## config.mk

```make
export PLATFORM = sky130hd
export DESIGN_NAME = clock_ctrl
export DESIGN_NICKNAME = d
export VERILOG_FILES = /design/src/clock_ctrl_pkg.sv /design/src/dps_pll_if.sv /design/src/clock_activity_monitor.sv /design/src/clock_ctrl.sv /design/src/dps_phase_regs.sv /design/src/dps_phaser.sv /design/src/reset_sequencer.sv
export SDC_FILE = /design/constraint.sdc
export NUM_CORES = 1
export LEC_CHECK = 0
export BUFFER_PORTS_ARGS = -buffer_cell sky130_fd_sc_hd__buf_2
export CORE_MARGIN = 5
export CORE_UTILIZATION = 25
export CTS_BUF_LIST = sky130_fd_sc_hd__clkbuf_8
export DETAILED_ROUTE_END_ITERATION = 8
export PLACE_DENSITY_LB_ADDON = 0.1
export SLEW_MARGIN = 20
export SYNTH_ARGS = -nofsm -noshare
export SYNTH_HDL_FRONTEND = slang
export SYNTH_SLANG_ARGS = --single-unit
```

## constraint.sdc

```tcl
create_clock -name clock -period 6.5 [get_ports clock]
set_clock_uncertainty 0.15 [all_clocks]
set_input_delay 0.65 -clock clock [delete_from_list [all_inputs] [get_ports clock]]
set_output_delay 0.65 -clock clock [all_outputs]
set_load 0.02 [all_outputs]
```

## src/clock_ctrl_pkg.sv

```systemverilog
package clock_ctrl_pkg;

  // ------------------------------------------------------------
  // Channel and input counts
  // ------------------------------------------------------------
  localparam int NUM_DPS = 4;           // Digital phase shifter channels
  localparam int NUM_MON = 7;           // Auxiliary clocks under pseudo-lock watch

  // ------------------------------------------------------------
  // Phase setting and step widths
  // ------------------------------------------------------------
  localparam int PHASE_IN_W      = 8;     // Phase setting 0-255
  localparam int STEP_W          = 11;    // Step target or position 0-1399
  localparam int STEPS_PER_CYCLE = 1400;  // Fine PLL steps across one 25 ns period
  localparam int PROD_W          = PHASE_IN_W + STEP_W;  // Holds p*1400 plus rounding

  // ------------------------------------------------------------
  // Phaser state codes
  // ------------------------------------------------------------
  localparam int SM_W = 3;              // State code width, also on sm_vec

  localparam logic [SM_W-1:0] DPS_IDLE      = 3'd0;  // Parked at target
  localparam logic [SM_W-1:0] DPS_WAIT_LOCK = 3'd1;  // PLL in reset or not locked
  localparam logic [SM_W-1:0] DPS_CHECK     = 3'd2;  // Compare position to target
  localparam logic [SM_W-1:0] DPS_STEP      = 3'd3;  // Issue one psen
  localparam logic [SM_W-1:0] DPS_WAIT_DONE = 3'd4;  // Hold until psdone

endpackage

```

## src/dps_pll_if.sv

```systemverilog
`timescale 1ns/1ps

// One channel's PLL fine phase shift port plus its lock and reset
interface dps_pll_if;

  logic psen;       // One-cycle shift request
  logic psincdec;   // 1 increments, 0 decrements
  logic pll_reset;  // Holds the PLL in reset
  logic psdone;     // One-cycle shift complete
  logic lock;       // PLL locked

  // Phaser side, drives the request lines
  modport phaser (
    output psen,
    output psincdec,
    output pll_reset,
    input  psdone,
    input  lock
  );

  // Board side, answers with psdone and lock
  modport port (
    input  psen,
    input  psincdec,
    input  pll_reset,
    output psdone,
    output lock
  );

endinterface

```

## src/clock_activity_monitor.sv

```systemverilog
`timescale 1ns/1ps

module clock_activity_monitor (
  input  logic                               clock,
  input  logic                               reset,
  input  logic [clock_ctrl_pkg::NUM_MON-1:0] mon_clock_in,  // Auxiliary clock inputs
  output logic [clock_ctrl_pkg::NUM_MON-1:0] mon_lock       // 1 while input toggles
);

  // ------------------------------------------------------------
  // Dual-edge samplers
  // ------------------------------------------------------------
  logic [clock_ctrl_pkg::NUM_MON-1:0] rise_q;  // Sampled on rising edge
  logic [clock_ctrl_pkg::NUM_MON-1:0] fall_q;  // Sampled on falling edge

  always_ff @(posedge clock) begin
    if (reset) begin
      rise_q <= '0;
    end else begin
      rise_q <= mon_clock_in;
    end
  end

  always_ff @(negedge clock) begin
    if (reset) begin
      fall_q <= '0;
    end else begin
      fall_q <= mon_clock_in;
    end
  end

  // ------------------------------------------------------------
  // Pseudo-lock status
  // ------------------------------------------------------------
  // A same-frequency clock offset from clock lands opposite values
  // in the two samplers, so the pair adds to 1
  assign mon_lock = rise_q ^ fall_q;  // Stuck input gives 0

endmodule

```

## src/clock_ctrl.sv

```systemverilog
`timescale 1ns/1ps

module clock_ctrl (
  input  logic clock,
  input  logic reset,
  input  logic lock_main,        // Main PLL lock
  input  logic global_reset_en,  // Re-fire global reset on lock loss

  input  logic [clock_ctrl_pkg::NUM_MON-1:0] mon_clock_in,  // Auxiliary clocks

  input  logic [clock_ctrl_pkg::NUM_DPS-1:0] dps_fire,      // Set new phase
  input  logic [clock_ctrl_pkg::NUM_DPS-1:0] dps_reset,     // Reset channel phase
  input  logic [clock_ctrl_pkg::NUM_DPS*clock_ctrl_pkg::PHASE_IN_W-1:0] dps_phase,
  input  logic [clock_ctrl_pkg::NUM_DPS-1:0] dps_psdone,    // From channel PLLs
  input  logic [clock_ctrl_pkg::NUM_DPS-1:0] dps_pll_lock,  // From channel PLLs

  output logic global_reset,         // Held until main PLL locks
  output logic clock_lock_lost_err,  // Main lock missing while running

  output logic [clock_ctrl_pkg::NUM_MON-1:0] mon_lock,      // Pseudo-lock status

  output logic [clock_ctrl_pkg::NUM_DPS-1:0] dps_busy,      // Channel moving
  output logic [clock_ctrl_pkg::NUM_DPS*clock_ctrl_pkg::SM_W-1:0] dps_sm_vec,
  output logic [clock_ctrl_pkg::NUM_DPS-1:0] dps_psen,      // To channel PLLs
  output logic [clock_ctrl_pkg::NUM_DPS-1:0] dps_psincdec,  // To channel PLLs
  output logic [clock_ctrl_pkg::NUM_DPS-1:0] dps_pll_reset  // To channel PLLs
);

  // ------------------------------------------------------------
  // Global reset and activity monitor
  // ------------------------------------------------------------
  reset_sequencer u_reset_sequencer (
    .clock               (clock),
    .reset               (reset),
    .lock_main           (lock_main),
    .global_reset_en     (global_reset_en),
    .global_reset        (global_reset),
    .clock_lock_lost_err (clock_lock_lost_err)
  );

  clock_activity_monitor u_activity_monitor (
    .clock        (clock),
    .reset        (reset),
    .mon_clock_in (mon_clock_in),
    .mon_lock     (mon_lock)
  );

  // ------------------------------------------------------------
  // Phase shifter channels
  // ------------------------------------------------------------
  for (genvar i = 0; i < clock_ctrl_pkg::NUM_DPS; i++) begin : g_dps
    logic                              start;        // Register bank to phaser
    logic [clock_ctrl_pkg::STEP_W-1:0] target_step;  // Translated target

    dps_pll_if u_pll ();

    // Board side of the PLL port
    assign u_pll.psdone = dps_psdone[i];
    assign u_pll.lock   = dps_pll_lock[i];
    assign dps_psen[i]      = u_pll.psen;
    assign dps_psincdec[i]  = u_pll.psincdec;
    assign dps_pll_reset[i] = u_pll.pll_reset;

    dps_phase_regs u_phase_regs (
      .clock       (clock),
      .reset       (reset),
      .fire        (dps_fire[i]),
      .phase       (dps_phase[i*clock_ctrl_pkg::PHASE_IN_W +: clock_ctrl_pkg::PHASE_IN_W]),
      .busy        (dps_busy[i]),
      .start       (start),
      .target_step (target_step)
    );

    dps_phaser u_phaser (
      .clock        (clock),
      .global_reset (global_reset),
      .lock_main    (lock_main),
      .dps_reset    (dps_reset[i]),
      .start        (start),
      .target_step  (target_step),
      .busy         (dps_busy[i]),
      .sm_vec       (dps_sm_vec[i*clock_ctrl_pkg::SM_W +: clock_ctrl_pkg::SM_W]),
      .pll          (u_pll.phaser)
    );
  end

endmodule

```

## src/dps_phase_regs.sv

```systemverilog
`timescale 1ns/1ps

module dps_phase_regs (
  input  logic                                  clock,
  input  logic                                  reset,
  input  logic                                  fire,         // Request a new phase
  input  logic [clock_ctrl_pkg::PHASE_IN_W-1:0] phase,        // Setting 0-255
  input  logic                                  busy,         // Phaser is moving
  output logic                                  start,        // One-cycle go to phaser
  output logic [clock_ctrl_pkg::STEP_W-1:0]     target_step   // Held target 0-1399
);

  // ------------------------------------------------------------
  // 256-to-1400 translation
  // ------------------------------------------------------------
  // Target is (p*1400 + 128) / 256, rounded to nearest step
  logic [clock_ctrl_pkg::PROD_W-1:0] phase_ext;   // Phase widened to product size
  logic [clock_ctrl_pkg::PROD_W-1:0] step_scale;  // 1400 at product size
  logic [clock_ctrl_pkg::PROD_W-1:0] round_half;  // Half of one 1/256 unit
  logic [clock_ctrl_pkg::PROD_W-1:0] scaled;      // p*1400 + 128
  logic [clock_ctrl_pkg::STEP_W-1:0] target_next; // Translated step

  assign phase_ext  = (clock_ctrl_pkg::PROD_W)'(phase);
  assign step_scale = (clock_ctrl_pkg::PROD_W)'(clock_ctrl_pkg::STEPS_PER_CYCLE);
  assign round_half = (clock_ctrl_pkg::PROD_W)'(1) << (clock_ctrl_pkg::PHASE_IN_W - 1);

  assign scaled = phase_ext * step_scale + round_half;

  // Divide by 256 is a plain shift
  assign target_next = scaled[clock_ctrl_pkg::PROD_W-1:clock_ctrl_pkg::PHASE_IN_W];

  // ------------------------------------------------------------
  // Fire acceptance
  // ------------------------------------------------------------
  // Free means not moving and no start already on its way
  logic accept;  // Fire taken this cycle

  assign accept = fire && !busy && !start;

  always_ff @(posedge clock) begin
    if (reset) begin
      start <= 1'b0;
    end else begin
      start <= accept;  // Pulses for the cycle after the fire edge
    end
  end

  // Target only moves on an accepted fire
  always_ff @(posedge clock) begin
    if (accept) begin
      target_step <= target_next;  // Stable for the whole move
    end
  end

endmodule

```

## src/dps_phaser.sv

```systemverilog
`timescale 1ns/1ps

module dps_phaser (
  input  logic                              clock,
  input  logic                              global_reset,  // Sync reset from sequencer
  input  logic                              lock_main,     // Main PLL lock
  input  logic                              dps_reset,     // Channel reset request
  input  logic                              start,         // Go, from phase registers
  input  logic [clock_ctrl_pkg::STEP_W-1:0] target_step,   // Step target 0-1399
  output logic                              busy,          // Moving toward target
  output logic [clock_ctrl_pkg::SM_W-1:0]   sm_vec,        // Current state code
  dps_pll_if.phaser                         pll            // PLL phase shift port
);

  // ------------------------------------------------------------
  // PLL reset request
  // ------------------------------------------------------------
  logic pll_hold;  // Channel reset or main lock gone

  assign pll_hold      = dps_reset || !lock_main;
  assign pll.pll_reset = pll_hold;  // Straight to the PLL

  // ------------------------------------------------------------
  // State and position registers
  // ------------------------------------------------------------
  logic [clock_ctrl_pkg::SM_W-1:0]   state;     // Phaser FSM state
  logic [clock_ctrl_pkg::STEP_W-1:0] position;  // Steps applied since PLL reset
  logic                              step_up;   // Direction of the step in flight
  logic                              at_target; // Position reached
  logic                              go_up;     // Target lies above position

  assign at_target = (position == target_step);
  assign go_up     = (target_step > position);

  always_ff @(posedge clock) begin
    if (global_reset) begin
      state    <= clock_ctrl_pkg::DPS_WAIT_LOCK;
      position <= '0;
      step_up  <= 1'b0;
    end else if (pll_hold) begin
      state    <= clock_ctrl_pkg::DPS_WAIT_LOCK;  // Parked while PLL is held
      position <= '0;                             // PLL restarts at zero shift
    end else begin
      case (state)
        clock_ctrl_pkg::DPS_WAIT_LOCK: begin
          if (pll.lock) begin
            state <= clock_ctrl_pkg::DPS_IDLE;  // PLL back up
          end
        end

        clock_ctrl_pkg::DPS_IDLE: begin
          if (start) begin
            state <= clock_ctrl_pkg::DPS_CHECK;  // busy rises here
          end
        end

        clock_ctrl_pkg::DPS_CHECK: begin
          if (at_target) begin
            state <= clock_ctrl_pkg::DPS_IDLE;  // Done, busy falls
          end else begin
            state   <= clock_ctrl_pkg::DPS_STEP;
            step_up <= go_up;                   // Latch direction for this step
          end
        end

        clock_ctrl_pkg::DPS_STEP: begin
          state <= clock_ctrl_pkg::DPS_WAIT_DONE;  // psen was high for one cycle
        end

        clock_ctrl_pkg::DPS_WAIT_DONE: begin
          if (pll.psdone) begin
            state <= clock_ctrl_pkg::DPS_CHECK;
            if (step_up) begin
              position <= position + 1'b1;
            end else begin
              position <= position - 1'b1;
            end
          end
        end

        default: begin
          state <= clock_ctrl_pkg::DPS_WAIT_LOCK;  // Unused codes recover
        end
      endcase
    end
  end

  // ------------------------------------------------------------
  // Outputs
  // ------------------------------------------------------------
  // psen only in STEP, so a second request waits for psdone
  assign pll.psen     = (state == clock_ctrl_pkg::DPS_STEP);
  assign pll.psincdec = step_up;  // Valid with psen

  assign busy = (state == clock_ctrl_pkg::DPS_CHECK) ||
                (state == clock_ctrl_pkg::DPS_STEP)  ||
                (state == clock_ctrl_pkg::DPS_WAIT_DONE);

  assign sm_vec = state;  // Status readback

endmodule

```

## src/reset_sequencer.sv

```systemverilog
`timescale 1ns/1ps

module reset_sequencer (
  input  logic clock,
  input  logic reset,
  input  logic lock_main,            // Main PLL lock
  input  logic global_reset_en,      // Re-fire global reset on lock loss
  output logic global_reset,         // Held until main PLL locks
  output logic clock_lock_lost_err   // Main lock missing while running
);

  // ------------------------------------------------------------
  // Startup flag and global reset
  // ------------------------------------------------------------
  logic startup_done;  // Set on first lock, stays set
  logic first_lock;    // Lock now or seen before

  assign first_lock = lock_main || startup_done;

  always_ff @(posedge clock) begin
    if (reset) begin
      startup_done <= 1'b0;
      global_reset <= 1'b1;  // Design starts held
    end else begin
      startup_done <= first_lock;                                   // Latches on 1st lock
      global_reset <= !first_lock || (!lock_main && global_reset_en);  // Re-fires on loss
    end
  end

  // ------------------------------------------------------------
  // Lock-lost error
  // ------------------------------------------------------------
  // Only meaningful once out of reset, so a lock loss with re-fire
  // disabled shows here instead of in global_reset
  assign clock_lock_lost_err = !global_reset && !lock_main;

endmodule

```

==> metrics.txt <==
worst skew pair latency=0.53 ns; status=finished clean; sequential fraction of design power=22.1%; Synth Register Bits=124; asr flop ratio synth=0%; hold_buf cts=0; Worst-Margin Slew=1.03 ns; GRT overflow=0; cells on worst reg2reg path=10; first-pass GRT wire length=54.6 mm; clock-pin slew on the worst setup and hold paths=approximately 0.08 ns; number of synthesized flops with an enable pin=44; clock share of power=between 10% and 20%; via/cell ratio=4.36; Die Y=247 um; reg2reg end=g_dps[3].u_phaser.position[10]$_SDFFE_PP0P_; syn_nets=slightly below 2000; setup TNS=0 ns; post-route ant nets=0; power share of the combinational group=about three fifths; startpoint types=register; DR pass1 iterations=5; worst hold margin=0.214 ns; Vias=roughly 10000; Fill cells=5992; post-CTS setup repair buffer count=0; max cap viols=0; largest net degree at the start of global routing=17; WL final=32.8 mm; Initial Util=25.3%; buffers added on ports=95; RSZ-0062 raised after global routing=no; post-DP HPWL=~27 mm; peak supply drop=0.127 mV; DRT iter0 DRCs=about 450; worst r2r src=g_dps[3].u_phaser.pll.psincdec$_SDFFE_PP0P_; CTS sink cnt=about 120; vias in the first global route=10600; core area=55300 sq um; Distinct cells, synth=83; Inserted Clock Buffers=17; Lkg Pwr=7.25 nW; critical-path maximum fanout=1; Row Count=between 80 and 90; Arrival @ worst endpoint=4.63 ns; Final Setup Violations=0; cell taking the most area after synthesis=ha_1; Gate Count Post-Synth=1553; clock tree from TritonCTS=done; Final Hold Viols=0; Netlist Area Pre-Place=14000 sq um; Global Route Usage Sum=between 10% and 20%; Internal=2.92 mW; Hold WC Path Type=in -> reg; chip width=between 200 and 250 um; worst-path cell chain=xor2_1 -> buf_2; H-tree depth=4; post_cts resized=0; Seq/Total Area, Yosys=about a fifth; Synth top area share=22.5%; most common cell in the netlist=inv_1; Avg WL per Cell=13.6 um; Pwr Density=326 nW/um^2; initial antenna violation count=2; commonest cells in the netlist=inv_1, ha_1, a21oi_1, fa_1, nor2_1; fraction of layout cells with a size suffix above 1=approximately a tenth; Worst slew margin=a little under a third; CTS Root Cell=clkbuf_8; CP peak stage delay=around 0.32 ns; Worst Hold End=u_reset_sequencer.global_reset$_SDFF_PP1_; slowest CP cell=xor2_1; Sw Pwr=2.20 mW; Area growth, synth to finish=12.2%; RePlAce Congestion=0.759; Ys Warns=0; Req. time, crit path=5.70 ns; Top FF cell, synth=dfxtp_1; Die Area=60900 sq um; switching portion of total power=43.0%; CP Class=reg -> out; Ports=96; hold path depth=3; Worst Setup End Kind=output port; min-delay src=global_reset_en; Final Max Tran Viols=0; flop-to-flop setup slack=3.48 ns; top cells by area, synth=ha_1, fa_1, dfxtp_1, edfxtp_1, inv_1; Syn Area/Cell=9.02 sq um; Nets=2038; CTS Buffer Depth=2; DRC violations left=0
## through the flow
stage                     power (mW)  cell area, sq um  utilization [%]  worst slack, ns  instances
after global routing            5.70             15700             28.4            0.996       2401
final                           5.12             15700             28.4             1.07       2403
after global placement          4.37             15200             27.6             1.22       2362
after detailed placement        4.36             15200             27.6             1.17       2362
after floorplan                 3.67             14000                -             1.63       1553
after CTS                       5.25             15700             28.4             1.03       2400
## metal layers
layer,wire length (um),GRT usage (%)
met1,16800,15.4
met2,14600,17.6
met4,437,3.30
met3,994,2.30
met5,0,0
## layout make-up
class	count	area (sq um)	area share, %
clock inverter	21	225	1.43
timing repair buffer	97	490	3.12
antenna	3	7.51	0.0478
inverter	280	1050	6.69
tap	748	936	5.95
multi-input combinational	1112	9840	62.6
sequential	124	2920	18.6
clock buffer	18	248	1.58
## registers in the layout (all words and copies together) (netlist names)
name and cells:
g_dps.u_phase_regs.start 4, g_dps.u_phase_regs.target_step 44, g_dps.u_phaser.pll.psincdec 4, g_dps.u_phaser.position 44, g_dps.u_phaser.sm_vec 12, u_activity_monitor.fall_q 7
u_activity_monitor.rise_q 7, u_reset_sequencer.global_reset 1, u_reset_sequencer.startup_done 1
## worst max-delay path, delay by kind of cell, from the launching register on
kind,cells,cell delay (ns)
xor+xnor,1,0.32
buf+inv,1,0.25
flops,1,0.31
## layout by cell type (no fill, tap or decap), drive strengths merged, types with 6 or more instances in the layout
master,count
or3,6
or2,7
buf,97
nand2b,16
and3,12
xnor2,70
xor2,38
a211oi,15
nand2,82
a21oi,94
nor4,13
o21ai,35
inv,291
nor2b,28
dfxtp,80
nor3,32
o21a,26
nor2,84
nand4,19
o21bai,19
nor3b,14
a21o,24
nand3,34
ha,252
a41oi,7
o211ai,7
a211o,6
or4,6
edfxtp,44
clkbuf,18
fa,88
## cells by family (layout without fill, tap and decap cells)
kind of cell | count (synthesis) | in the layout | synth area share (%)
adder cells (fa/ha/maj) | 340 | 340 | 35.1
flip-flops | 124 | 124 | 20.9
AO/OA/AOI/OAI | 282 | 282 | 13.8
XOR/XNOR | 108 | 108 | 6.75
buffers and inverters | 317 | 416 | 9.01
multiplexers | 5 | 5 | 0.366
other | 0 | 3 | 0
AND/OR/NAND/NOR | 377 | 377 | 14.1
## how the worst max path moves through the flow
stage	endpoint	startpoint	cells after the start	slack, ns
3_5_place_dp	g_dps[3].u_phase_regs.target_step[10]$_DFFE_PP_	dps_phase[25]	17	1.17
2_1_floorplan	g_dps[3].u_phase_regs.target_step[9]$_DFFE_PP_	dps_phase[25]	16	1.63
6_report	mon_lock[0]	u_activity_monitor.fall_q[0]$_DFF_N_	2	1.07
4_1_cts	mon_lock[0]	u_activity_monitor.fall_q[0]$_DFF_N_	2	1.03
3_3_place_gp	g_dps[2].u_phase_regs.target_step[10]$_DFFE_PP_	dps_phase[17]	18	1.22
5_1_grt	mon_lock[0]	u_activity_monitor.fall_q[0]$_DFF_N_	2	1.0
## power by group through the flow
| stage | registers [mW] | clock network [mW] | logic, mW |
|---|---|---|---|
| floorplan | 1.13 | 0.00761 | 2.54 |
| global placement | 1.16 | 0.00761 | 3.20 |
| detailed placement | 1.15 | 0.00761 | 3.20 |
| CTS | 1.14 | 0.880 | 3.23 |
| global route | 1.15 | 0.901 | 3.64 |
| finish | 1.13 | 0.827 | 3.16 |
(Power assumes the default switching activity.)
